==> config.mk <==
export PLATFORM = sky130hd
export DESIGN_NAME = cmd_load_pixel
export DESIGN_NICKNAME = d
export VERILOG_FILES = /design/src/display_pkg.sv /design/src/command_pkg.sv /design/src/cmd_load_pixel.sv
export VERILOG_INCLUDE_DIRS = /design/src /design/src/include
export SDC_FILE = /design/constraint.sdc
export NUM_CORES = 1
export LEC_CHECK = 0
export ABC_AREA = 1
export ABC_CLOCK_PERIOD_IN_PS = 1500
export BUFFER_PORTS_ARGS = -buffer_cell sky130_fd_sc_hd__buf_2
export CAP_MARGIN = 10
export CORE_UTILIZATION = 50
export DETAILED_ROUTE_END_ITERATION = 7
export PLACE_DENSITY = 0.74
export SLEW_MARGIN = 5
export SYNTH_ARGS = -nofsm -noshare
export SYNTH_HDL_FRONTEND = slang
export SYNTH_SLANG_ARGS = --single-unit
==> constraint.sdc <==
create_clock -name clk -period 1.5 [get_ports clk]
set_input_delay 0.3 -clock clk [delete_from_list [all_inputs] [get_ports clk]]
set_output_delay 0.3 -clock clk [all_outputs]
set_load 0.1 [all_outputs]
==> src/include/display_settings.svh <==
`ifndef DISPLAY_SETTINGS_SVH
`define DISPLAY_SETTINGS_SVH

// Panel geometry
`define PIXEL_WIDTH 64
`define PIXEL_HEIGHT 32
`define BYTES_PER_PIXEL 3

// Host command opcodes
`define OPC_LOAD_PIXEL 8'h01
`define OPC_FILL_FRAME 8'h02
`define OPC_SWAP_BANKS 8'h03

`endif

==> src/display_pkg.sv <==
`include "display_settings.svh"

package display_pkg;

    typedef logic [$clog2(`PIXEL_HEIGHT)-1:0] row_t;         // Low bits of the row byte
    typedef logic [$clog2(`PIXEL_WIDTH)-1:0] column_t;
    typedef logic [$clog2(`BYTES_PER_PIXEL)-1:0] pixel_sel_t; // Colour byte within a pixel

    // One byte of the frame buffer
    typedef struct packed {
        row_t       row;
        column_t    column;
        pixel_sel_t pixel_sel;
    } pixel_addr_t;

endpackage

==> src/command_pkg.sv <==
`include "display_settings.svh"

package command_pkg;

    typedef enum logic [7:0] {
        OP_LOAD_PIXEL = `OPC_LOAD_PIXEL,
        OP_FILL_FRAME = `OPC_FILL_FRAME,
        OP_SWAP_BANKS = `OPC_SWAP_BANKS
    } opcode_t;

    // Write request from a handler to the frame buffer
    typedef struct packed {
        display_pkg::pixel_addr_t addr;
        logic [7:0]               data;
        logic                     write_enable;
        logic                     access_toggle; // Flips once per byte to write
    } ram_write_req_t;

endpackage

==> src/cmd_load_pixel.sv <==
`timescale 1ns/1ns
`include "display_settings.svh"

module cmd_load_pixel (
    input  logic                        clk,
    input  logic                        reset,
    input  logic                        enable,
    input  logic [7:0]                  data_in,
    output command_pkg::ram_write_req_t load_req,
    output logic                        done
);
    typedef enum logic [2:0] {
        S_ROW,
        S_COLUMN,
        S_PRIME,
        S_COLOUR,
        S_DONE
    } load_state_t;

    load_state_t             state;
    display_pkg::row_t       row;
    logic [7:0]              column_byte;  // One byte covers the full width
    display_pkg::pixel_sel_t sel_count;

    always_ff @(posedge clk or posedge reset) begin
        if (reset) begin
            state       <= S_ROW;
            row         <= '0;
            column_byte <= 8'd0;
            sel_count   <= '0;
            load_req    <= '0;
            done        <= 1'b0;
        end else begin
            case (state)
                S_ROW: begin
                    if (enable) begin
                        row   <= display_pkg::row_t'(data_in);
                        state <= S_COLUMN;
                    end
                end
                S_COLUMN: begin
                    if (enable) begin
                        column_byte <= data_in;
                        state       <= S_PRIME;
                    end
                end
                S_PRIME: begin
                    // Byte value is not used, it only arms the write path
                    if (enable) begin
                        load_req.write_enable <= 1'b1;
                        sel_count <= display_pkg::pixel_sel_t'(`BYTES_PER_PIXEL - 1);
                        state     <= S_COLOUR;
                    end
                end
                S_COLOUR: begin
                    if (enable) begin
                        load_req.addr.row       <= row;
                        load_req.addr.column    <= display_pkg::column_t'(column_byte);
                        load_req.addr.pixel_sel <= sel_count;
                        load_req.data           <= data_in;
                        load_req.access_toggle  <= !load_req.access_toggle;
                        if (sel_count == '0) begin
                            done  <= 1'b1;
                            state <= S_DONE;
                        end else begin
                            sel_count <= sel_count - 1'b1;
                        end
                    end
                end
                S_DONE: begin
                    // Buffer takes the last byte on this edge
                    done                  <= 1'b0;
                    load_req.write_enable <= 1'b0;
                    state                 <= S_ROW;
                end
                default: state <= S_ROW;
            endcase
        end
    end

    // Row byte has no bits set above the last row
    a_row_in_range: assert property (@(posedge clk) disable iff (reset)
        (state == S_ROW && enable) |-> (data_in <= `PIXEL_HEIGHT - 1));

endmodule

==> results.md <==
- Status: finished clean
- Setup TNS: 0 ns
- Register area share after synthesis: between 60% and 70%
- Most frequent cells in the layout: nand2_1, dfrtp_1, buf_2, o21ai_1, nand3_1
- Global routing's busiest layer: met2
- Syn-to-layout area delta: 17.4%
- Core ar.: 0.00308 mm2
- Kind of critical path: flop to output pin
- Area of the die: 0.00350 mm2
- Worst path bufs/invs: 1
- Critical Path AT: between 1 and 1.5 ns
- Clk buf depth: 2
- All-Layer GR Usage: 20.5%
- Diode count: 0
- Post-Route WL: 2.96 mm
- Clock Latency Late Sink: 0.35 ns
- CTS Sinks: 40
- CTS Root Cell: clkbuf_4
- Htree depth: 2
- Max stage delay on crit path: between 0.4 and 0.5 ns
- Flops & latches, synth: 40
- CP endpoint kind: output pin
- Crit-path cells: buf_2
- Synth Area in Adders: 0.766%
- I/O pins: 35
- # nets final: 226
- Dpl hpwl: 2.11 mm
- Final Setup Violations: 0
- Clock-pin slew on the worst setup and hold paths: around 0.11 ns
- Cells after synthesis: 176
- Maximum number of pins on one net before global-route repair: 41
- Avg WL per Cell: 11.4 um
- Compound-cell area share of the yosys netlist: a little under 7%
- Cell row count: 20
- Buffers on Ports: 34
- Commonest non-fill, non-tap cell in the layout: nand2_1
- Hold Violations, Final: 0
- Total CTS buffers: 5
- Post-route ant nets: 0
- Fin util: 62.3%
- Slew HR: roughly two thirds
- M1 GR Usage: 23.6%
- Synth cell types: 18
- Final Skew: between 0.002 and 0.0025 ns
- Post-Place Cells: 251
- Layout cell share with drive strength beyond 1: 24.2%
- Initial cell density of the core: 53.0%
- Slowest-stage cell, CP: buf_2
- Max Freq: ~0.69 GHz
- Simple-Gate Fraction of Synth Area: 23.4%
- Die X-Extent: 59.1 um
- Syn_area_per_cell: 9.28 um2
- GR Layer Usage met2: 35.4%
- Share of synthesized area spent on multiplexers: 0%
- Worst-Margin Slew: just under 0.5 ns
- Ys Warns: 0
- Combinational family with the most area after synthesis: simple AND/OR/NAND/NOR gates
- DR iter-0 viols: 62
- DR vias/cell: just under 5
- Vias in the first global route: 1186
- TritonCTS clock tree: yes
- DRC Markers: 0
- Post-cts repair resize count: 1
- Type of the tightest min-delay check: input pin to asynchronous set/reset pin
- Non-Filler Instances: between 200 and 300
- First-pass GRT wire length: about 5.2 mm
- Post-Synth XOR/XNOR Area: less than 1%
- Fin crit period: 1.45 ns
- RePlAce Congestion: about 0.72
- Grt total ovfl: 0
- # hold bufs at CTS: 0
- Die height: 59.1 um
- CP startpoint kind: flop
- Syn Nets: between 150 and 200
- Initial antenna violation count: 0
- Max-slew violation count: 0
- Post-CTS setup buffer count: 0
- Final worst-path cycle share: 96.7%
- First-pass DRT Iterations: 4
- Family with the most delay on the worst path: buffers and inverters
- Area of the mapped netlist: between 0.0015 and 0.002 mm2
- CP max FO: 2
- Max cap viols: 0
- CP Data Required Time: 1.20 ns
- Global Route met3 Usage: between 6 and 7%
- DR vias: 1270
- RSZ-0062 raised after global routing: false
metrics by stage:
step           hold WS [ns]  setup slack, ns  area [um2]
2_1_floorplan         0.445            0.263        1630
3_3_place_gp          0.433            0.177        1840
3_5_place_dp          0.438            0.116        1840
4_1_cts              0.0545           0.0323        1900
5_1_grt              0.0812          0.00225        1920
6_report             0.0462           0.0491        1920
synth_stat cells:
library cell / n / area, um2
nand3_2: 1 / 10.0
nand3_1: 19 / 95.1
nand3b_1: 1 / 7.51
nor2_4: 1 / 11.3
o21ai_1: 19 / 95.1
o21ai_0: 1 / 5.00
nor2_1: 4 / 15.0
or2_0: 1 / 6.26
buf_6: 2 / 22.5
nor3_1: 2 / 10.0
nand2_2: 2 / 12.5
buf_2: 5 / 25.0
dfrtp_1: 40 / 1000
xnor2_2: 1 / 16.3
a21oi_1: 2 / 10.0
nand2_1: 57 / 214
inv_1: 17 / 63.8
ha_1: 1 / 12.5
layout make-up:
type / count / area [um2]
inverters: 17 / 63.8
repair buffers: 38 / 205
clock inverters: 2 / 10.0
multi-input cells: 112 / 531
flip-flops and latches: 40 / 1000
clock buffers: 6 / 51.3
fillers: 288 / 1160
well taps: 44 / 55.1
final timing paths:
path                       slack [ns]              to  cells after the start    startpoint
min in group clk                 0.18     load_req[9]                      3    data_in[7]
max                              0.05    load_req[17]                      1  load_req[17]
max in group asynchronous        1.11  column_byte[1]                      3         reset
max reg2reg                      0.21    sel_count[0]                      7      state[1]
min reg2reg                      0.47    load_req[14]                      2  load_req[14]
min                              0.05    load_req[13]                      3         reset
sequential cells by signal, summed over array words and instances (netlist names):
register,count
row,5
done,1
load_req,23
column_byte,6
state,3
sel_count,2
cells by family (layout without fill, tap and decap cells):
kind of cell / Yosys count / after routing
AO/OA/AOI/OAI: 22 / 22
XOR/XNOR: 1 / 1
adder cells (fa/ha/maj): 1 / 1
buffers and inverters: 24 / 63
flip-flops: 40 / 40
AND/OR/NAND/NOR: 88 / 88
routing by layer:
layer | share of wire, % | vias up | wire [um]
met4 | 1.8 | 0 | 53
met1 | 43 | 590 | 1270
met5 | 0 | - | 0
met2 | 50 | 41 | 1480
met3 | 5.5 | 5 | 164
li1 | - | 634 | -
Power is left out: the tool's default activity adds up to more than one toggle a clock period on the data nets, which glitch-free logic cannot reach.
