==> src/include/display_settings.svh <==
`ifndef DISPLAY_SETTINGS_SVH
`define DISPLAY_SETTINGS_SVH

// Panel geometry
`define PIXEL_WIDTH 64
`define PIXEL_HEIGHT 32
`define BYTES_PER_PIXEL 3

// Host command opcodes
`define OPC_LOAD_PIXEL 8'h01
`define OPC_FILL_FRAME 8'h02
`define OPC_SWAP_BANKS 8'h03

`endif

==> src/display_pkg.sv <==
`include "display_settings.svh"

package display_pkg;

    typedef logic [$clog2(`PIXEL_HEIGHT)-1:0] row_t;         // Low bits of the row byte
    typedef logic [$clog2(`PIXEL_WIDTH)-1:0] column_t;
    typedef logic [$clog2(`BYTES_PER_PIXEL)-1:0] pixel_sel_t; // Colour byte within a pixel

    // One byte of the frame buffer
    typedef struct packed {
        row_t       row;
        column_t    column;
        pixel_sel_t pixel_sel;
    } pixel_addr_t;

endpackage

==> src/command_pkg.sv <==
`include "display_settings.svh"

package command_pkg;

    typedef enum logic [7:0] {
        OP_LOAD_PIXEL = `OPC_LOAD_PIXEL,
        OP_FILL_FRAME = `OPC_FILL_FRAME,
        OP_SWAP_BANKS = `OPC_SWAP_BANKS
    } opcode_t;

    // Write request from a handler to the frame buffer
    typedef struct packed {
        display_pkg::pixel_addr_t addr;
        logic [7:0]               data;
        logic                     write_enable;
        logic                     access_toggle; // Flips once per byte to write
    } ram_write_req_t;

endpackage

==> src/command_dispatch.sv <==
`timescale 1ns/1ns

module command_dispatch (
    input  logic       clk,
    input  logic       reset,
    input  logic [7:0] byte_data,
    input  logic       byte_strobe,
    input  logic       load_done,
    input  logic       fill_done,
    output logic [7:0] arg_data,
    output logic       load_enable,
    output logic       fill_enable,
    output logic       swap_pulse,
    output logic       busy
);
    typedef enum logic {
        ST_IDLE,
        ST_ROUTE
    } dispatch_state_t;

    dispatch_state_t      state;
    command_pkg::opcode_t target;  // Handler that owns the argument bytes
    command_pkg::opcode_t opcode;

    assign opcode   = command_pkg::opcode_t'(byte_data);
    assign arg_data = byte_data;
    assign busy     = (state == ST_ROUTE);

    // Argument strobes go straight through to the selected handler
    assign load_enable = byte_strobe && busy && (target == command_pkg::OP_LOAD_PIXEL);
    assign fill_enable = byte_strobe && busy && (target == command_pkg::OP_FILL_FRAME);
    assign swap_pulse  = byte_strobe && !busy && (opcode == command_pkg::OP_SWAP_BANKS);

    always_ff @(posedge clk or posedge reset) begin
        if (reset) begin
            state  <= ST_IDLE;
            target <= command_pkg::OP_LOAD_PIXEL;
        end else begin
            case (state)
                ST_IDLE: begin
                    if (byte_strobe && (opcode == command_pkg::OP_LOAD_PIXEL ||
                                        opcode == command_pkg::OP_FILL_FRAME)) begin
                        target <= opcode;
                        state  <= ST_ROUTE;
                    end  // Swap needs no routing, unknown bytes are ignored
                end
                ST_ROUTE: begin
                    if ((target == command_pkg::OP_LOAD_PIXEL && load_done) ||
                        (target == command_pkg::OP_FILL_FRAME && fill_done)) begin
                        state <= ST_IDLE;
                    end
                end
                default: state <= ST_IDLE;
            endcase
        end
    end

    // A done pulse only comes from the handler currently routed to
    a_done_from_target: assert property (@(posedge clk) disable iff (reset)
        (load_done || fill_done) |->
            busy && ((load_done && target == command_pkg::OP_LOAD_PIXEL) ||
                     (fill_done && target == command_pkg::OP_FILL_FRAME)));

endmodule

==> config.mk <==
export PLATFORM = sky130hd
export DESIGN_NAME = command_dispatch
export DESIGN_NICKNAME = d
export VERILOG_FILES = /design/src/display_pkg.sv /design/src/command_pkg.sv /design/src/command_dispatch.sv
export VERILOG_INCLUDE_DIRS = /design/src /design/src/include
export SDC_FILE = /design/constraint.sdc
export NUM_CORES = 1
export LEC_CHECK = 0
export BUFFER_PORTS_ARGS = -buffer_cell sky130_fd_sc_hd__buf_2
export CAP_MARGIN = 40
export CORE_MARGIN = 3
export CORE_UTILIZATION = 35
export DETAILED_ROUTE_END_ITERATION = 16
export SLEW_MARGIN = 15
export SYNTH_ARGS = -nofsm -noshare
export SYNTH_HDL_FRONTEND = slang
export SYNTH_SLANG_ARGS = --single-unit
==> constraint.sdc <==
create_clock -name clk -period 2.2 [get_ports clk]
set_input_delay 0.22 -clock clk [delete_from_list [all_inputs] [get_ports clk]]
set_output_delay 0.22 -clock clk [all_outputs]
set_load 0.02 [all_outputs]
==> flow_summary.json, run 1 <==
{
  "cp-end-kind": "output port",
  "final_area_sq_um": 617,
  "critPathKind": "register to output port",
  "setup_viol": 0,
  "ff2ff_path_depth": 3,
  "worst_pin_slew_ns": 0.478,
  "power.share.sequential_pct": 49.0,
  "power_density_nw_per_um2": 571,
  "p_total_mw": 0.352,
  "post_cts_buffers": 0,
  "synth_top_cell_area_share_pct": 39.9,
  "hp-start": "byte_data[0]",
  "fin_nets": 83,
  "fin_crit_sh_pct": 81.1,
  "p_leak_nw": 0.317,
  "insertion_delay_ns": 0.26,
  "worst_r2r_endpoint": "target[3]",
  "cp.arrival_ns": 1.56,
  "post-place-ws_ns": 0.676,
  "root_buffer": "clkbuf_4",
  "routed_wl_mm": 1.01,
  "finalClockSkew_ns": 0.00399,
  "dieArea_sq_um": 1920,
  "cts_inserted_buffers": 3,
  "mappedNetlistNets": 61,
  "drive_gt1_share_pct": 44.9,
  "core-area_sq_um": 1320,
  "synthCells": 48,
  "setup_tns_ns": 0,
  "std_cell_rows": 13,
  "avgViaCountPerCell": 5.05,
  "combinationalPowerShare_pct": 15.9,
  "cts_sinks": 9,
  "place.port_buffers": 24,
  "antenna_found_initial": 0,
  "dp_hpwl_um": 825,
  "drv_slew": 0,
  "n_antenna_cell": 0,
  "rsz0062_at_grt": "false",
  "overflow": 0,
  "path_clk_slew_ns": 0.06,
  "cp.required_ns": 1.98,
  "grt_pass1_wl_mm": 1.70,
  "grt_max_degree": 10,
  "maxSlewHeadroom_pct": 67.9,
  "drt_first_pass_iters": 4,
  "netlist_top_cells_area": "dfrtp_1 40%, buf_4 12%, and2_1 7.5%",
  "irDropWorstVdd_mv": 0.395,
  "min_path_type": "input pin to register",
  "ys_ff_latch": 9,
  "place_area_sq_um": 581,
  "cts_tree": "yes",
  "gp_congestion": 0.768,
  "synth_cell_type_count": 20,
  "fp.dieH_um": 43.9,
  "r2r_setup_slack_ns": 0.79,
  "cts_buffer_depth": 2,
  "yosysSeqAreaShare_pct": 45.1,
  "yosys_warnings": 0,
  "wire_per_inst_um": 12.0,
  "syn_area_sq_um": 502,
  "grt_util_all_layers_pct": 12.3,
  "avgSynthCellArea_sq_um": 10.5,
  "p_switching_mw": 0.0910,
  "ant_nets": 0,
  "start_kind": "register",
  "hold_ws_ns": 0.184,
  "p_clk_share_pct": 35.1,
  "final_util_pct": 46.8,
  "status": "completed",
  "fmax_mhz": 561,
  "whs_path_depth": 2,
  "fin_cells": 84,
  "synth_top_cell_by_area": "dfrtp_1",
  "whs_endpoint": "target[1]",
  "vias": 424,
  "die_x_um": 43.9,
  "maxCapViolations": 0,
  "r2r_start": "busy",
  "path_max_fanout": 2,
  "hold_viol": 0,
  "fin_crit_ns": 1.78,
  "timing.final.ws_setup_ns": 0.417,
  "grt_pass1_vias": 439,
  "io_pins": 25,
  "swShare_pct": 25.9,
  "htreeDepth": 1,
  "drt-initial-drc-count": 5,
  "area_growth_pct": 22.9,
  "intPower_mw": 0.261,
  "start_util_pct": 38.1,
  "dp_cells": 79,
  "post-route-drc-count": 0
}
-- layer usage --
layer	wire, um	part of all wire (%)	GRT usage, %
met4	0	0	3.01
met1	431	43	14.4
met2	472	47	18.6
met5	0	0	0
met3	108	11	7.88
-- Yosys cell counts --
cell type	number
o31ai_1	2
xor2_1	1
nand4_1	1
dfrtp_1	8
dfstp_2	1
nor2_1	1
a21oi_1	2
a21bo_2	1
inv_1	3
or4_1	1
and3b_1	2
nand3_1	1
nor4_1	3
o211ai_1	1
or4b_4	1
and2_1	6
a31oi_1	2
nor4b_2	1
nor3b_1	2
buf_4	8
-- worst max-delay path: stages (launching register included) --
cell and delay (ns):
dfrtp_1 0.38, nor4_1 0.37, nand4_1 0.17, nor3b_1 0.20, buf_2 0.19
-- sequential cells by signal, summed over array words and instances, names as in the netlist --
| register | flops |
|---|---|
| target | 8 |
| busy | 1 |
-- worst max path at each step --
stage | startpoint | to | slack, ns | cells after the start
2_1_floorplan | busy | swap_pulse | 0.41 | 2
3_3_place_gp | byte_data[3] | swap_pulse | 0.68 | 4
3_5_place_dp | target[5] | fill_enable | 0.68 | 4
4_1_cts | target[5] | fill_enable | 0.37 | 4
5_1_grt | target[5] | fill_enable | 0.22 | 4
6_report | target[5] | fill_enable | 0.42 | 4
-- cell families after synthesis --
logic type,synth area share [%]
compound gates,11.0
xor+xnor,1.75
buf+inv,14.2
flops,45.1
simple gates,27.9
-- repair_timing --
action / CTS / global route
setup endpoints to repair: 0 / 0
gates resized for setup: 0 / 0
hold buffers: 1 / 0
hold endpoints to repair: 8 / 0
-- final cells by class --
| cell class | count | area [sq um] |
|---|---|---|
| Multi-Input combinational cell | 28 | 204 |
| Sequential cell | 9 | 226 |
| Tap cell | 15 | 18.8 |
| Inverter | 3 | 11.3 |
| Clock buffer | 4 | 26.3 |
| Timing Repair Buffer | 25 | 130 |
| Fill cell | 124 | 701 |
-- placed cells by master (no fill, tap or decap), types with 2 or more instances in the layout --
master     n
and3b_1    2
nor4_1     3
a31oi_1    2
a21oi_1    2
o31ai_1    2
clkbuf_4   3
inv_1      3
dfrtp_1    8
nor3b_1    2
and2_1     6
buf_2     24
-- power groups by stage --
stage / clock network (mW) / registers [mW] / logic, mW
global placement: 0 / 0.175 / 0.0544
CTS: 0.131 / 0.172 / 0.0570
finish: 0.123 / 0.172 / 0.0561
global route: 0.140 / 0.173 / 0.0610
floorplan: 0 / 0.178 / 0.0350
detailed placement: 0 / 0.175 / 0.0553
Note: power is estimated with default switching activity, not from simulation.
==> run 2, diff against run 1 <==
==> constraint.sdc (replaced) <==
create_clock -name clk -period 1.7 [get_ports clk]
set_input_delay 0.17 -clock clk [delete_from_list [all_inputs] [get_ports clk]]
set_output_delay 0.17 -clock clk [all_outputs]
set_load 0.02 [all_outputs]
==> flow_summary.json, run 2 (synthesis gave the netlist of run 1 again) <==
{
  "fin_crit_ns": 1.64,
  "avgViaCountPerCell": 4.87,
  "dieArea_sq_um": 1920,
  "cts_inserted_buffers": 3,
  "grt_max_degree": 10,
  "grt_util_all_layers_pct": 12.7,
  "cts_sinks": 9,
  "std_cell_rows": 13,
  "post-place-ws_ns": 0.231,
  "timing.final.ws_setup_ns": 0.0556,
  "place_area_sq_um": 587,
  "layout.area.seq_sq_um": 226,
  "grtUsageMet3_pct": 6.22,
  "drt_first_pass_iters": 1,
  "rsz0062_at_grt": "true",
  "maxCapViolations": 0,
  "cp-end-kind": "output port",
  "fin_cells": 87,
  "gr-usage-met1_pct": 16.9,
  "root_buffer": "clkbuf_4",
  "cp.arrival_ns": 1.47,
  "routed_wl_mm": 1.04,
  "hold_viol": 0,
  "final_common_cell": "buf_2",
  "vias": 424,
  "fin_crit_sh_pct": 96.7,
  "top_usage_layer": "met2",
  "drt-initial-drc-count": 0,
  "gp_congestion": 0.670,
  "dp_cells": 79,
  "fin_nets": 86,
  "power_density_nw_per_um2": 686,
  "nFillCells": 127,
  "htreeDepth": 1,
  "io_pins": 25,
  "drv_slew": 0,
  "area_growth_pct": 35.4,
  "path_clk_slew_ns": 0.06,
  "antenna_found_initial": 0,
  "n_antenna_cell": 0,
  "fp.dieH_um": 43.9,
  "grt_pass1_wl_mm": 1.75,
  "start_kind": "register",
  "min_path_type": "input pin to register",
  "p_leak_nw": 0.342,
  "grt_pass1_vias": 390,
  "place.port_buffers": 24,
  "critPathKind": "register to output port",
  "top_register": "target",
  "fmax_mhz": 608,
  "layout_common_cells": "22 x buf_2, 8 x dfrtp_1, 6 x and2_1, 5 x buf_4",
  "overflow": 0,
  "worst_pin_slew_ns": 0.478,
  "hold_ws_ns": 0.132,
  "multiInputGateArea_sq_um": 239,
  "status": "completed",
  "core-area_sq_um": 1320,
  "final_area_sq_um": 679,
  "final_util_pct": 51.6,
  "post-route-drc-count": 0,
  "ant_nets": 0,
  "start_util_pct": 38.1,
  "maxSlewHeadroom_pct": 67.8,
  "finalClockSkew_ns": 0.00347,
  "wire_per_inst_um": 12.0,
  "irDropWorstVdd_mv": 0.427,
  "cts_buffer_depth": 2,
  "die_x_um": 43.9,
  "path_max_fanout": 2,
  "drive_gt1_share_pct": 54.2,
  "met2_usage_pct": 19.2,
  "setup_viol": 0,
  "insertion_delay_ns": 0.25,
  "cp.required_ns": 1.53,
  "cts_tree": "yes",
  "largest_reg_flops": 8
}
==> run 2: cell type report <==
| class | instances | share of cell area, % |
|---|---|---|
| Inverter | 3 | 1.66 |
| Timing Repair Buffer | 28 | 23.2 |
| Clock buffer | 4 | 3.87 |
| Sequential cell | 9 | 33.3 |
| Tap cell | 15 | 2.76 |
| Multi-Input combinational cell | 28 | 35.2 |
==> run 2: path summary, 6_finish.rpt <==
kind / slack [ns] / start / cells after the start / to
hold / removal: 0.13 / byte_data[0] / 2 / target[1]
max in group asynchronous: 0.98 / reset / 3 / target[0]
setup / recovery: 0.06 / target[3] / 4 / fill_enable
min in group asynchronous: 0.43 / reset / 3 / target[4]
setup reg to reg: 0.29 / busy / 3 / target[3]
hold reg to reg: 0.49 / target[2] / 1 / target[2]
==> run 2: stage by stage <==
stage | TNS [ns] | power, mW
2_1_floorplan | 0 | 0.276
3_3_place_gp | 0 | 0.298
3_5_place_dp | 0 | 0.300
4_1_cts | 0 | 0.464
5_1_grt | -0.0879 | 0.494
6_report | 0 | 0.466
==> run 2: worst max-delay path: stages, from the launching register on <==
cell and delay (ns):
dfrtp_1 0.40, nor4_4 0.30, nand4_1 0.18, nor3b_2 0.19, buf_4 0.16
==> run 2: power by group <==
group | switching, mW | total (mW) | internal, mW
Sequential | 0.00447 | 0.223 | 0.218
Combinational | 0.0478 | 0.0866 | 0.0389
Clock | 0.0669 | 0.157 | 0.0900
==> run 2: layer usage <==
metal  share of wire, %  up-vias
met3                8.2        0
met1                 46      193
met2                 46       15
met4                  0        0
met5                  0        -
li1                   -      216
==> run 2: timing repair <==
item | CTS | global route
setup buffers | 1 | 2
gates resized for setup | 1 | 6
hold endpoints to repair | 8 | 0
setup endpoints to repair | 2 | 3
hold buffers | 1 | 0
pin swaps | 3 | 1
==> run 3, diff against run 2 <==
--- a/config.mk
+++ b/config.mk
@@ -7,10 +7,11 @@
 export NUM_CORES = 1
 export LEC_CHECK = 0
 export BUFFER_PORTS_ARGS = -buffer_cell sky130_fd_sc_hd__buf_2
-export CAP_MARGIN = 40
 export CORE_MARGIN = 3
 export CORE_UTILIZATION = 35
 export DETAILED_ROUTE_END_ITERATION = 16
+export GPL_ROUTABILITY_DRIVEN = 0
+export GPL_TIMING_DRIVEN = 0
 export SLEW_MARGIN = 15
 export SYNTH_ARGS = -nofsm -noshare
 export SYNTH_HDL_FRONTEND = slang
==> flow_summary.json, run 3 (synthesis gave the netlist of run 1 again) <==
{
  "core-area_sq_um": 1320,
  "critPathKind": "register to output port",
  "routed_wl_mm": 1.09,
  "antenna_found_initial": 0,
  "hold_ws_ns": 0.146,
  "wire_per_inst_um": 11.7,
  "n_antenna_cell": 0,
  "path_clk_slew_ns": 0.06,
  "cts_buffer_depth": 2,
  "cts_tree": "yes",
  "io_pins": 25,
  "vias": 445,
  "status": "completed",
  "start_util_pct": 38.1,
  "avgViaCountPerCell": 4.78,
  "cp_slowest_cell": "dfrtp_1",
  "finalClockSkew_ns": 0.00141,
  "grt_util_all_layers_pct": 13.6,
  "ant_nets": 0,
  "cp-end-kind": "output port",
  "path_cells": "nor4_4, nand4_1, nor3b_2, buf_4",
  "maxSlewHeadroom_pct": 67.6,
  "drt_first_pass_iters": 4,
  "critPathTopFamily": "simple AND/OR/NAND/NOR gates",
  "cp.arrival_ns": 1.49,
  "grt_max_degree": 10,
  "dp_cells": 87,
  "fin_cells": 93,
  "std_cell_rows": 13,
  "root_buffer": "clkbuf_4",
  "worst_pin_slew_ns": 0.481,
  "grt_pass1_vias": 414,
  "setup_viol": 0,
  "cts_sinks": 9,
  "dieArea_sq_um": 1920,
  "final_common_cell": "buf_2",
  "maxCapViolations": 0,
  "min_path_type": "input pin to register",
  "cp.required_ns": 1.53,
  "fmax_mhz": 603,
  "irDropWorstVdd_mv": 0.466,
  "drv_slew": 0,
  "fin_nets": 92,
  "cts_inserted_buffers": 3,
  "path_max_fanout": 2,
  "critPathMaxStageDelay_ns": 0.40,
  "largest_reg_flops": 8,
  "dp_hpwl_um": 873,
  "insertion_delay_ns": 0.26,
  "grt_pass1_wl_mm": 1.84,
  "post-route-drc-count": 0,
  "drive_gt1_share_pct": 57.7,
  "power_density_nw_per_um2": 660,
  "fin_crit_sh_pct": 97.5,
  "layout_common_cells": "22 x buf_2, 11 x buf_4, 8 x dfrtp_1, 6 x and2_1",
  "p_leak_nw": 0.371,
  "die_x_um": 43.9,
  "fp.dieH_um": 43.9,
  "path_buf_inv": 1,
  "start_kind": "register",
  "place.port_buffers": 24,
  "drt-initial-drc-count": 2,
  "htreeDepth": 1,
  "rsz0062_at_grt": "true",
  "fin_crit_ns": 1.66,
  "hold_viol": 0,
  "top_register": "target",
  "overflow": 0,
  "area_growth_pct": 44.4
}
run 3: changes by cell type in the layout (fill, tap and decap cells not counted):
cell / previous run / this run
buf_4: 5 / 11
run 3: layer usage:
layer  routed length (um)  vias to the layer above  global-route usage, %  part of all wire (%)
li1                     -                      227                      -                     -
met4                    0                        0                   3.61                     0
met5                    0                        -                      0                     0
met1                  473                      202                   18.4                    43
met2                  523                       16                   18.6                    48
met3                   93                        0                   7.47                   8.5
run 3: power breakdown:
group	switching (mW)	internal, mW
clock network	0.0697	0.0901
logic	0.0500	0.0459
registers	0.00402	0.218
run 3: per-stage QoR:
stage                     utilization, %  TNS [ns]  area (sq um)  worst slack [ns]  power (mW)
after CTS                           53.6   -0.0113           706           -0.0113       0.477
after global routing                55.0    -0.115           724           -0.0756       0.506
after floorplan                        -         0           508             0.143       0.276
final                               55.0         0           724            0.0417       0.478
after global placement              49.1         0           647             0.183       0.312
after detailed placement            49.1         0           647             0.153       0.314
run 3: layout make-up:
cell class / instances / area, sq um
timing repair buffer: 26 / 143
clock buffer: 4 / 26.3
inverter: 3 / 11.3
tap: 15 / 18.8
multi-input combinational: 28 / 239
fill: 122 / 593
sequential: 9 / 226
buffer: 8 / 60.1
run 3: final timing paths:
path	from	endpoint	slack (ns)	cells after the start
max	target[3]	fill_enable	0.04	4
min	byte_data[0]	target[1]	0.15	2
max reg2reg	busy	target[3]	0.29	3
min reg2reg	target[2]	target[2]	0.49	1
max in group asynchronous	reset	target[0]	1.01	3
min in group asynchronous	reset	target[6]	0.40	3
run 3: repair_timing:
item                                   CTS  global route
buffers inserted                         0             1
setup endpoints to repair                2             3
pin swaps                                3             1
endpoints found under the hold margin    8             0
hold buffers                             1             0
resized for setup                        4             3
