File: config.mk
export PLATFORM = sky130hd
export DESIGN_NAME = cmd_fill_frame
export DESIGN_NICKNAME = d
export VERILOG_FILES = /design/src/display_pkg.sv /design/src/command_pkg.sv /design/src/cmd_fill_frame.sv
export VERILOG_INCLUDE_DIRS = /design/src /design/src/include
export SDC_FILE = /design/constraint.sdc
export NUM_CORES = 1
export LEC_CHECK = 0
export BUFFER_PORTS_ARGS = -buffer_cell sky130_fd_sc_hd__buf_2
export CORE_MARGIN = 5
export CORE_UTILIZATION = 40
export DETAILED_ROUTE_END_ITERATION = 6
export PLACE_DENSITY_LB_ADDON = 0.25
export SETUP_SLACK_MARGIN = 0.05
export SKIP_CTS_REPAIR_TIMING = 1
export SLEW_MARGIN = 20
export SYNTH_ARGS = -nofsm -noshare
export SYNTH_HDL_FRONTEND = slang
export SYNTH_SLANG_ARGS = --single-unit
File: constraint.sdc
create_clock -name clk -period 4.1 [get_ports clk]
set_clock_uncertainty 0.2 [all_clocks]
set_input_delay 1.025 -clock clk [delete_from_list [all_inputs] [get_ports clk]]
set_output_delay 1.025 -clock clk [all_outputs]
set_load 0.02 [all_outputs]
File: src/include/display_settings.svh
`ifndef DISPLAY_SETTINGS_SVH
`define DISPLAY_SETTINGS_SVH

// Panel geometry
`define PIXEL_WIDTH 64
`define PIXEL_HEIGHT 32
`define BYTES_PER_PIXEL 3

// Host command opcodes
`define OPC_LOAD_PIXEL 8'h01
`define OPC_FILL_FRAME 8'h02
`define OPC_SWAP_BANKS 8'h03

`endif

File: src/display_pkg.sv
`include "display_settings.svh"

package display_pkg;

    typedef logic [$clog2(`PIXEL_HEIGHT)-1:0] row_t;         // Low bits of the row byte
    typedef logic [$clog2(`PIXEL_WIDTH)-1:0] column_t;
    typedef logic [$clog2(`BYTES_PER_PIXEL)-1:0] pixel_sel_t; // Colour byte within a pixel

    // One byte of the frame buffer
    typedef struct packed {
        row_t       row;
        column_t    column;
        pixel_sel_t pixel_sel;
    } pixel_addr_t;

endpackage

File: src/command_pkg.sv
`include "display_settings.svh"

package command_pkg;

    typedef enum logic [7:0] {
        OP_LOAD_PIXEL = `OPC_LOAD_PIXEL,
        OP_FILL_FRAME = `OPC_FILL_FRAME,
        OP_SWAP_BANKS = `OPC_SWAP_BANKS
    } opcode_t;

    // Write request from a handler to the frame buffer
    typedef struct packed {
        display_pkg::pixel_addr_t addr;
        logic [7:0]               data;
        logic                     write_enable;
        logic                     access_toggle; // Flips once per byte to write
    } ram_write_req_t;

endpackage

File: src/cmd_fill_frame.sv
`timescale 1ns/1ns
`include "display_settings.svh"

module cmd_fill_frame (
    input  logic                        clk,
    input  logic                        reset,
    input  logic                        enable,
    input  logic [7:0]                  data_in,
    output command_pkg::ram_write_req_t fill_req,
    output logic                        done
);
    typedef enum logic [1:0] {
        F_COLLECT,
        F_SWEEP,
        F_DONE
    } fill_state_t;

    fill_state_t              state;
    logic [7:0]               colour [`BYTES_PER_PIXEL];
    display_pkg::pixel_sel_t  collect_sel;  // First byte lands at the top index
    display_pkg::pixel_addr_t walk;
    logic                     walk_last;

    assign walk_last = (walk.row == display_pkg::row_t'(`PIXEL_HEIGHT - 1)) &&
                       (walk.column == display_pkg::column_t'(`PIXEL_WIDTH - 1)) &&
                       (walk.pixel_sel == display_pkg::pixel_sel_t'(`BYTES_PER_PIXEL - 1));

    always_ff @(posedge clk) begin
        if (state == F_COLLECT && enable) begin
            colour[collect_sel] <= data_in;
        end
    end

    always_ff @(posedge clk or posedge reset) begin
        if (reset) begin
            state       <= F_COLLECT;
            collect_sel <= display_pkg::pixel_sel_t'(`BYTES_PER_PIXEL - 1);
            walk        <= '0;
            fill_req    <= '0;
            done        <= 1'b0;
        end else begin
            case (state)
                F_COLLECT: begin
                    if (enable) begin
                        if (collect_sel == '0) begin
                            fill_req.write_enable <= 1'b1;
                            walk  <= '0;
                            state <= F_SWEEP;
                        end else begin
                            collect_sel <= collect_sel - 1'b1;
                        end
                    end
                end
                // ~~~~~~~~~~~~~~~~~~~~~~~~~~~~~~~~~~~~~~~~~~~~~~~~~~~~~~~~~~
                // One byte per cycle, row then column then colour byte
                // ~~~~~~~~~~~~~~~~~~~~~~~~~~~~~~~~~~~~~~~~~~~~~~~~~~~~~~~~~~
                F_SWEEP: begin
                    fill_req.addr          <= walk;
                    fill_req.data          <= colour[walk.pixel_sel];
                    fill_req.access_toggle <= !fill_req.access_toggle;
                    if (walk_last) begin
                        done  <= 1'b1;
                        state <= F_DONE;
                    end else if (walk.pixel_sel ==
                                 display_pkg::pixel_sel_t'(`BYTES_PER_PIXEL - 1)) begin
                        walk.pixel_sel <= '0;
                        if (walk.column == display_pkg::column_t'(`PIXEL_WIDTH - 1)) begin
                            walk.column <= '0;
                            walk.row    <= walk.row + 1'b1;
                        end else begin
                            walk.column <= walk.column + 1'b1;
                        end
                    end else begin
                        walk.pixel_sel <= walk.pixel_sel + 1'b1;
                    end
                end
                F_DONE: begin
                    done                  <= 1'b0;
                    fill_req.write_enable <= 1'b0;
                    collect_sel <= display_pkg::pixel_sel_t'(`BYTES_PER_PIXEL - 1);
                    state       <= F_COLLECT;
                end
                default: state <= F_COLLECT;
            endcase
        end
    end

endmodule

==> results.md, run 1 <==
- Worst endpoint data arrival time: 2450 ps
- Top-count cell post-synth: nand2_1
- Syn Area/Cell: 11.6 µm²
- Tmin final: 2380 ps
- Residual DRC count: 0
- Nature of the critical path startpoint: register
- CP Launch Point: state[1]
- R2R cell count: 4
- Buf/Inv on CP: 0
- Worst Setup EP: walk[5]
- Number of CTS-inserted buffers: 9
- Std-Cell Rows: 30
- Synth async-reset ratio: 63.1%
- Predominant post-synthesis flop cell: dfrtp_1
- Hold Crit Class: register to register
- Setup TNS: 0 ps
- Wirelength per Cell: 14.3 µm
- Total of max-cap violations: 0
- ANT cells: 0
- Post-synth top area cell: dfrtp_1
- Critical path's top delay family: simple AND/OR/NAND/NOR gates
- Grt ovf: 0
- Clock sinks: 65
- Period utilization: 58.1%
- Syn Inst Count: 241
- Post-route ant nets: 0
- Reg2reg end: walk[5]
- Clk slew on worst S/H paths: 80 ps
- Drt via density: 4.95
- Status: finished clean
- Floorplan core area: 0.00679 mm²
- Max Freq: 420 MHz
- Drt pass-1 iters: 4
- Die height: 93.7 µm
- Commonest cells post-synth: 46 x nand2_1, 40 x dfrtp_1, 24 x edfxtp_1
- CTS tree: done
- Initial Utilization: 41.2%
- Post-synth EDFFs: 24
- DR vias: 1872
- RSZ-0062 raised after global routing: false
- Setup violations, final: 0
- Fin. Hold Viols: 0
- Yosys reg bits: 65
- Post-Place Cell Area: 0.00304 mm²
- DP HPWL: 3.46 mm
- Global-route usage over all layers: 13.5%
- H-tree depth: 3
- Share of the synthesized area in the top cell type: 35.7%
- Slew Limit Fails: 0
- Cell Count Post-Placement: 362
- Layout cell share with drive strength beyond 1: 23.4%
- Leading post-synthesis cells by cell area: dfrtp_1 36%, edfxtp_1 26%, nand2_1 6.2%
- Synth Net Count: 258
- Initial drt markers: 87
- Clock buffer depth: 2
- Slowest-stage cell, CP: nand2b_2
- CP max stage delay: 670 ps
- Design area: 0.00322 mm²
- Critical Path, Cell by Cell: nand2b_2, nor3_2, or4_1, a21oi_1
- CTS Root Cell: clkbuf_8
- Peak supply drop: 0.213 mV
- Die width: 93.7 µm
- Fin cells: 378
- Slew HR: 50.3%
- # IOs: 35
- Final WL: 5.40 mm
- Initial antenna violation count: 0
- Worst slew pin tran: 745 ps
- CP required: 4170 ps
- Yosys cell types: 42
- Register area share after synthesis: 62.4%
- CP max FO: 40
- Critical path depth in cells: 4
- Final core utilization: 47.4%
- RR Startpoint: state[1]
- Cell Area, Synth: 0.00280 mm²
- GP Congestion: 0.790
- Largest net degree at the start of global routing: 42
- Die area: 0.00878 mm²
- Nets@finish: 294
- Critical path type: register to register
- Lkg Pwr: 1.29 nW
- Global-route wire length before repair: 8.85 mm
- Setup crit end kind: register
- R2R Setup Slk: 1720 ps
- Port-buffer cells: 34
- Vias in the first global route: 1801
- Total power divided by cell area: 366 mW/mm²
- Warning count from the yosys run: 0
- Worst-Skew Late Latency: 350 ps
- Area delta synth->final: 14.9%
per-layer routing:
metal / track usage (%) / wire length [µm] / share of wire [%]
met1: 17.6 / 2500 / 46
met5: 0 / 0 / 0
met4: 7.58 / 149 / 2.8
met3: 3.29 / 239 / 4.4
met2: 20.5 / 2520 / 47
flip-flops by register name (all words and copies together) (netlist names):
| register | count |
|---|---|
| colour | 24 |
| done | 1 |
| fill_req | 23 |
| collect_sel | 2 |
| walk | 13 |
| state | 2 |
how the worst min path moves through the flow:
stage	startpoint	to	slack (ps)	cells past startpoint
floorplan	walk[6]	fill_req[16]	290	2
finish	fill_req[21]	fill_req[21]	270	2
global placement	fill_req[17]	fill_req[17]	260	2
global route	fill_req[0]	fill_req[0]	290	1
CTS	fill_req[21]	fill_req[21]	280	2
detailed placement	fill_req[21]	fill_req[21]	260	2
stage by stage:
step / power [W] / hold WS (ps) / worst slack, ps
global route: 0.00122 / 291 / 1480
detailed placement: 0.000705 / 257 / 1710
CTS: 0.00119 / 277 / 1690
global placement: 0.000705 / 258 / 1750
floorplan: 0.000694 / 289 / 1930
finish: 0.00118 / 269 / 1720
where the power goes:
group	internal [W]	total (W)	switching [W]	leakage, nW
Combinational	0.00000460	0.0000172	0.0000126	0.535
Clock	0.000223	0.000488	0.000266	0.0822
Sequential	0.000674	0.000674	0	0.672
Total	0.000901	0.00118	0.000278	1.29
kinds of logic after synthesis:
logic type                 count (synthesis)  synth area share [%]
and+or+nand+nor                           88                  16.2
DFF                                       65                  62.4
AOI/OAI and AO/OA                         51                  11.5
buffers and inverters                     21                  3.71
muxes                                      9                  3.22
adders and majority gates                  6                  2.68
xor gates and xnor gates                   1                 0.313
worst register-to-register path, delay by kind of cell, from the launching register on:
kind	cells	cell delay (ps)
AND/OR/NAND/NOR	3	1470
flip-flops	1	500
AO/OA/AOI/OAI	1	150
cell usage in the layout (no fill, tap or decap), types with 6 or more instances in the layout:
master / netlist / final
ha_1: 6 / 6
mux2i_1: 9 / 9
inv_1: 10 / 10
edfxtp_1: 24 / 24
dfrtp_1: 40 / 40
nor2_1: 10 / 10
buf_2: 4 / 34
o21ai_0: 15 / 15
nand3_1: 7 / 7
clkbuf_8: 0 / 9
a21oi_1: 18 / 18
nand2_1: 46 / 46
layout make-up:
type	instances	area [µm²]
fill	621	3570
inverter	11	46.3
clock buffer	9	124
multi-input combinational	155	950
timing repair buffer	35	178
clock inverter	7	53.8
sequential	65	1750
tap	96	120
(Power assumes the default switching activity.)
==> inputs of run 2 (changes only) <==
- clock period: 4.1 -> 2.3 ns (I/O delays scaled with it)
==> results.md, run 2 (synthesis gave the netlist of run 1 again) <==
- Top Registers: colour (24), fill_req (23), walk (13) (unchanged)
- Floorplan core area: 0.00679 mm² (unchanged)
- Wire length on met1: 2.52 mm (was 2.50 mm)
- Critical path's top delay family: simple AND/OR/NAND/NOR gates (unchanged)
- Period utilization: 93.8% (was 58.1%)
- Nature of the critical path startpoint: register (unchanged)
- Slew HR: 64.6% (was 50.3%)
- H-tree depth: 3 (unchanged)
- ANT cells: 0 (unchanged)
- CTS tree: done (unchanged)
- Commonest non-fill, non-tap cell in the layout: nand2_1 (unchanged)
- CP max FO: 7 (was 40)
- Clock sinks: 65 (unchanged)
- Std-Cell Rows: 30 (unchanged)
- Fin. Hold Viols: 0 (unchanged)
- Setup violations, final: 0 (unchanged)
- Clk slew on worst S/H paths: 80 ps (about the same)
- Worst slew pin tran: 531 ps (was 745 ps)
- Buf/Inv on CP: 0 (unchanged)
- DP HPWL: 3.51 mm (was 3.46 mm)
- Global-route usage over all layers: 13.8% (was 13.5%)
- GP Congestion: 0.794 (was 0.790)
- Final core utilization: 48.6% (was 47.4%)
- Die width: 93.7 µm (unchanged)
- Hold Crit Class: input port to asynchronous set/reset pin (was register to register)
- Number of CTS-inserted buffers: 9 (unchanged)
- Hold_ws: 153 ps (was 269 ps)
- Critical Path, Cell by Cell: ha_2, and3_1, ha_1, and4bb_4, or2_1, a31oi_4 (was nand2b_2, nor3_2, or4_1, a21oi_1)
- Global-route wire length before repair: 9.29 mm (was 8.85 mm)
- CTS Root Cell: clkbuf_8 (unchanged)
- Initial antenna violation count: 0 (unchanged)
- CP max stage delay: 410 ps (was 670 ps)
- Setup TNS: 0 ps (unchanged)
- Worst endpoint data arrival time: 2180 ps (was 2450 ps)
- Cell Count Post-Placement: 368 (was 362)
- Layout cell share with drive strength beyond 1: 26.0% (was 23.4%)
- CP required: 2320 ps (was 4170 ps)
- Nets@finish: 300 (was 294)
- Largest net degree at the start of global routing: 42 (unchanged)
- Tmin final: 2160 ps (was 2380 ps)
- Lkg Pwr: 1.34 nW (was 1.29 nW)
- Initial Utilization: 41.2% (unchanged)
- Worst-Skew Late Latency: 350 ps (about the same)
- Most flops, register: colour (unchanged)
- Slowest-stage cell, CP: dfrtp_1 (was nand2b_2)
- Drt pass-1 iters: 4 (unchanged)
- Clock buffer depth: 2 (unchanged)
- Total power divided by cell area: 672 mW/mm² (was 366 mW/mm²)
- Final WL: 5.52 mm (was 5.40 mm)
- Grt ovf: 0 (unchanged)
- Met2 wire len: 2.69 mm (was 2.52 mm)
- Drt via density: 4.90 (was 4.95)
- Top sig layer: met4 (unchanged)
- Fin cells: 384 (was 378)
- DR vias: 1880 (was 1872)
- Total of max-cap violations: 0 (unchanged)
- Max Freq: 463 MHz (was 420 MHz)
- Die area: 0.00878 mm² (unchanged)
- Setup crit end kind: register (unchanged)
- Most frequent cells in the layout: 46 x nand2_1, 40 x dfrtp_1, 34 x buf_2 (unchanged)
- Die height: 93.7 µm (unchanged)
- Critical path type: register to register (unchanged)
- Post-route ant nets: 0 (unchanged)
- Power Total: 0.00222 W (was 0.00118 W)
- Port-buffer cells: 34 (unchanged)
- Peak supply drop: 0.460 mV (was 0.213 mV)
- Area delta synth->final: 17.8% (was 14.9%)
- Slew Limit Fails: 0 (unchanged)
- RSZ-0062 raised after global routing: false (unchanged)
- Initial drt markers: 64 (was 87)
- Status: finished clean (unchanged)
- Residual DRC count: 0 (unchanged)
- Wirelength per Cell: 14.4 µm (was 14.3 µm)
- Max reg flops: 24 (unchanged)
- WL met3: 231 µm (was 239 µm)
- Vias in the first global route: 1952 (was 1801)
- # IOs: 35 (unchanged)
-- run 2: final timing paths --
path | slack (ps) | depth (start not counted) | endpoint | start
setup / recovery | 140 | 6 | walk[11] | walk[8]
hold / removal | 150 | 3 | fill_req[8] | reset
setup reg to reg | 140 | 6 | walk[11] | walk[8]
hold reg to reg | 270 | 2 | fill_req[17] | fill_req[17]
max in group asynchronous | 1370 | 3 | collect_sel[1] | reset
min in group clk | 220 | 1 | colour[2][7] | data_in[7]
-- run 2: power by group --
part           total [W]  leakage [nW]  switching [W]  internal [W]
combinational  0.0000305         0.568      0.0000224    0.00000818
clock           0.000987        0.0960       0.000478      0.000509
sequential       0.00120         0.672              0       0.00120
-- run 2: stage by stage --
step / setup slack, ps / cell area (µm²)
after floorplan: 235 / 2800
final: 142 / 3300
after global routing: 55.1 / 3300
after detailed placement: 125 / 3090
after global placement: 156 / 3090
after CTS: 111 / 3290
-- run 2: layer usage --
layer / vias up / track usage (%)
met5: - / 0
met4: 0 / 6.26
met3: 9 / 3.85
met2: 33 / 23.4
met1: 899 / 16.3
li1: 939 / -
-- run 2: area by class of cell --
cell class	instances	area (µm²)
timing repair buffer	41	223
clock inverter	7	80.1
tap	96	120
inverter	11	46.3
sequential	65	1750
clock buffer	9	124
fill	623	3490
multi-input combinational	155	960
-- run 2: worst reg2reg max path, cell delays in order, from the launching register on --
cell,delay (ps)
dfrtp_1,410
ha_2,210
and3_1,180
ha_1,190
and4bb_4,370
or2_1,350
a31oi_4,120
==> inputs of run 3 (changes only) <==
- CELL_PAD_IN_SITES_DETAIL_PLACEMENT: unset -> 0
- CELL_PAD_IN_SITES_GLOBAL_PLACEMENT: unset -> 1
==> results.md, run 3 (synthesis gave the netlist of run 1 again) <==
- Status: finished clean (unchanged)
- Final core utilization: 49.5% (was 48.6%)
- Fin. Hold Viols: 0 (unchanged)
- Fillcell total: 637 (was 623)
- Post-route ant nets: 0 (unchanged)
- Clock buffer depth: 2 (unchanged)
- Worst slew pin tran: 452 ps (was 531 ps)
- Final setup margin: 133 ps (was 142 ps)
- Clock sinks: 65 (unchanged)
- Tmin final: 2170 ps (was 2160 ps)
- Vias in the first global route: 1891 (was 1952)
- Layout cell share with drive strength beyond 1: 27.1% (was 26.0%)
- Switch Pwr: 0.000500 W (about the same)
- Final WL: 5.51 mm (was 5.52 mm)
- Sw Ratio: 21.4% (was 22.6%)
- Total of max-cap violations: 0 (unchanged)
- Largest net degree at the start of global routing: 42 (unchanged)
- RR Startpoint: walk[8] (unchanged)
- Wirelength per Cell: 14.2 µm (was 14.4 µm)
- Drt via density: 4.71 (was 4.90)
- CP required: 2320 ps (about the same)
- Die area: 0.00878 mm² (unchanged)
- DP Worst Slack: 117 ps (was 125 ps)
- Hold Crit Class: input port to asynchronous set/reset pin (unchanged)
- Initial Utilization: 41.2% (unchanged)
- Most frequent cells in the layout: 46 x nand2_1, 40 x dfrtp_1, 34 x buf_2 (unchanged)
- ANT cells: 0 (unchanged)
- Post-Place Cell Area: 0.00311 mm² (was 0.00309 mm²)
- Global-route usage over all layers: 13.9% (was 13.8%)
- Grt ovf: 0 (unchanged)
- Number of CTS-inserted buffers: 9 (unchanged)
- Commonest non-fill, non-tap cell in the layout: nand2_1 (unchanged)
- Slew Limit Fails: 0 (unchanged)
- Setup crit end kind: register (unchanged)
- Top Registers: colour (24), fill_req (23), walk (13) (unchanged)
- Nature of the critical path startpoint: register (unchanged)
- Std-Cell Rows: 30 (unchanged)
- Nets@finish: 303 (was 300)
- H-tree depth: 3 (unchanged)
- DP HPWL: 3.64 mm (was 3.51 mm)
- Initial antenna violation count: 0 (unchanged)
- # IOs: 35 (unchanged)
- Lkg Pwr: 1.36 nW (was 1.34 nW)
- Worst-Skew Late Latency: 340 ps (was 350 ps)
- Initial drt markers: 57 (was 64)
- CTS tree: done (unchanged)
- Design area: 0.00336 mm² (was 0.00330 mm²)
- Area occupied by multi-input gates: 963 µm² (was 960 µm²)
- Total power divided by cell area: 694 mW/mm² (was 672 mW/mm²)
- Setup violations, final: 0 (unchanged)
- Worst endpoint data arrival time: 2180 ps (about the same)
- Drt pass-1 iters: 4 (unchanged)
- Clock power share: 47.1% (was 44.5%)
- Area delta synth->final: 20.0% (was 17.8%)
- Reg2reg end: walk[11] (unchanged)
- Max Freq: 461 MHz (was 463 MHz)
- Slew HR: 69.9% (was 64.6%)
- CTS Root Cell: clkbuf_8 (unchanged)
- RSZ-0062 raised after global routing: true (was false)
- Pint: 0.00183 W (was 0.00172 W)
- R2R cell count: 6 (unchanged)
- Residual DRC count: 0 (unchanged)
- Max reg flops: 24 (unchanged)
- Die height: 93.7 µm (unchanged)
- Critical path type: register to register (unchanged)
- Die width: 93.7 µm (unchanged)
- Port-buffer cells: 34 (unchanged)
- Clk slew on worst S/H paths: 80 ps (about the same)
- Peak supply drop: 0.407 mV (was 0.460 mV)
- GP Congestion: 0.769 (was 0.794)
- FF+latch area: 0.00175 mm² (unchanged)
- Global-route wire length before repair: 9.26 mm (was 9.29 mm)
- Period utilization: 94.2% (was 93.8%)
- Logic pwr share: 1.4% (about the same)
- DR vias: 1824 (was 1880)
- Setup TNS: 0 ps (unchanged)
- R2R Setup Slk: 130 ps (was 140 ps)
- Flop pwr share: 51.5% (was 54.1%)
- CP max FO: 7 (unchanged)
- Most flops, register: colour (unchanged)
- Floorplan core area: 0.00679 mm² (unchanged)
[run 3: metrics by stage]
step | total power (W) | std cells | hold slack, ps
floorplan | 0.00124 | 241 | 289
global placement | 0.00126 | 369 | 253
detailed placement | 0.00126 | 369 | 257
CTS | 0.00236 | 385 | 52.8
global route | 0.00243 | 387 | 65.7
finish | 0.00233 | 387 | 44.6
[run 3: how the worst max path moves through the flow]
stage	slack (ps)	cells past startpoint	startpoint	end
after global routing	40	7	walk[9]	walk[6]
after floorplan	240	7	walk[8]	walk[6]
after CTS	100	7	walk[8]	walk[7]
after detailed placement	120	6	walk[8]	walk[11]
after global placement	150	6	walk[8]	walk[11]
final	130	6	walk[8]	walk[11]
[run 3: worst max-delay path, stage by stage (launching register included)]
cell and delay [ps]:
dfrtp_1 420, ha_2 200, and3_1 180, ha_1 190
and4bb_4 370, or2_1 360, a31oi_4 120
[run 3: routing by layer]
layer | vias up | track usage, % | part of all wire (%)
met1 | 845 | 17.0 | 48
met2 | 29 | 22.9 | 47
met5 | - | 0 | 0
met3 | 8 | 3.53 | 3.8
li1 | 942 | - | -
met4 | 0 | 6.86 | 1.5
[run 3: power groups by stage]
stage | clock, W | combinational, W | sequential (W)
global route | 0.00119 | 0.0000400 | 0.00120
floorplan | 0 | 0.0000125 | 0.00122
CTS | 0.00113 | 0.0000354 | 0.00120
global placement | 0 | 0.0000345 | 0.00122
finish | 0.00110 | 0.0000338 | 0.00120
detailed placement | 0 | 0.0000354 | 0.00122
[run 3: final cells by class]
type                       count  area share [%]
sequential                    65            52.0
multi-input combinational    155            28.7
timing repair buffer          44            7.67
clock buffer                   9            3.68
tap                           96            3.57
clock inverter                 7            3.05
inverter                      11            1.38
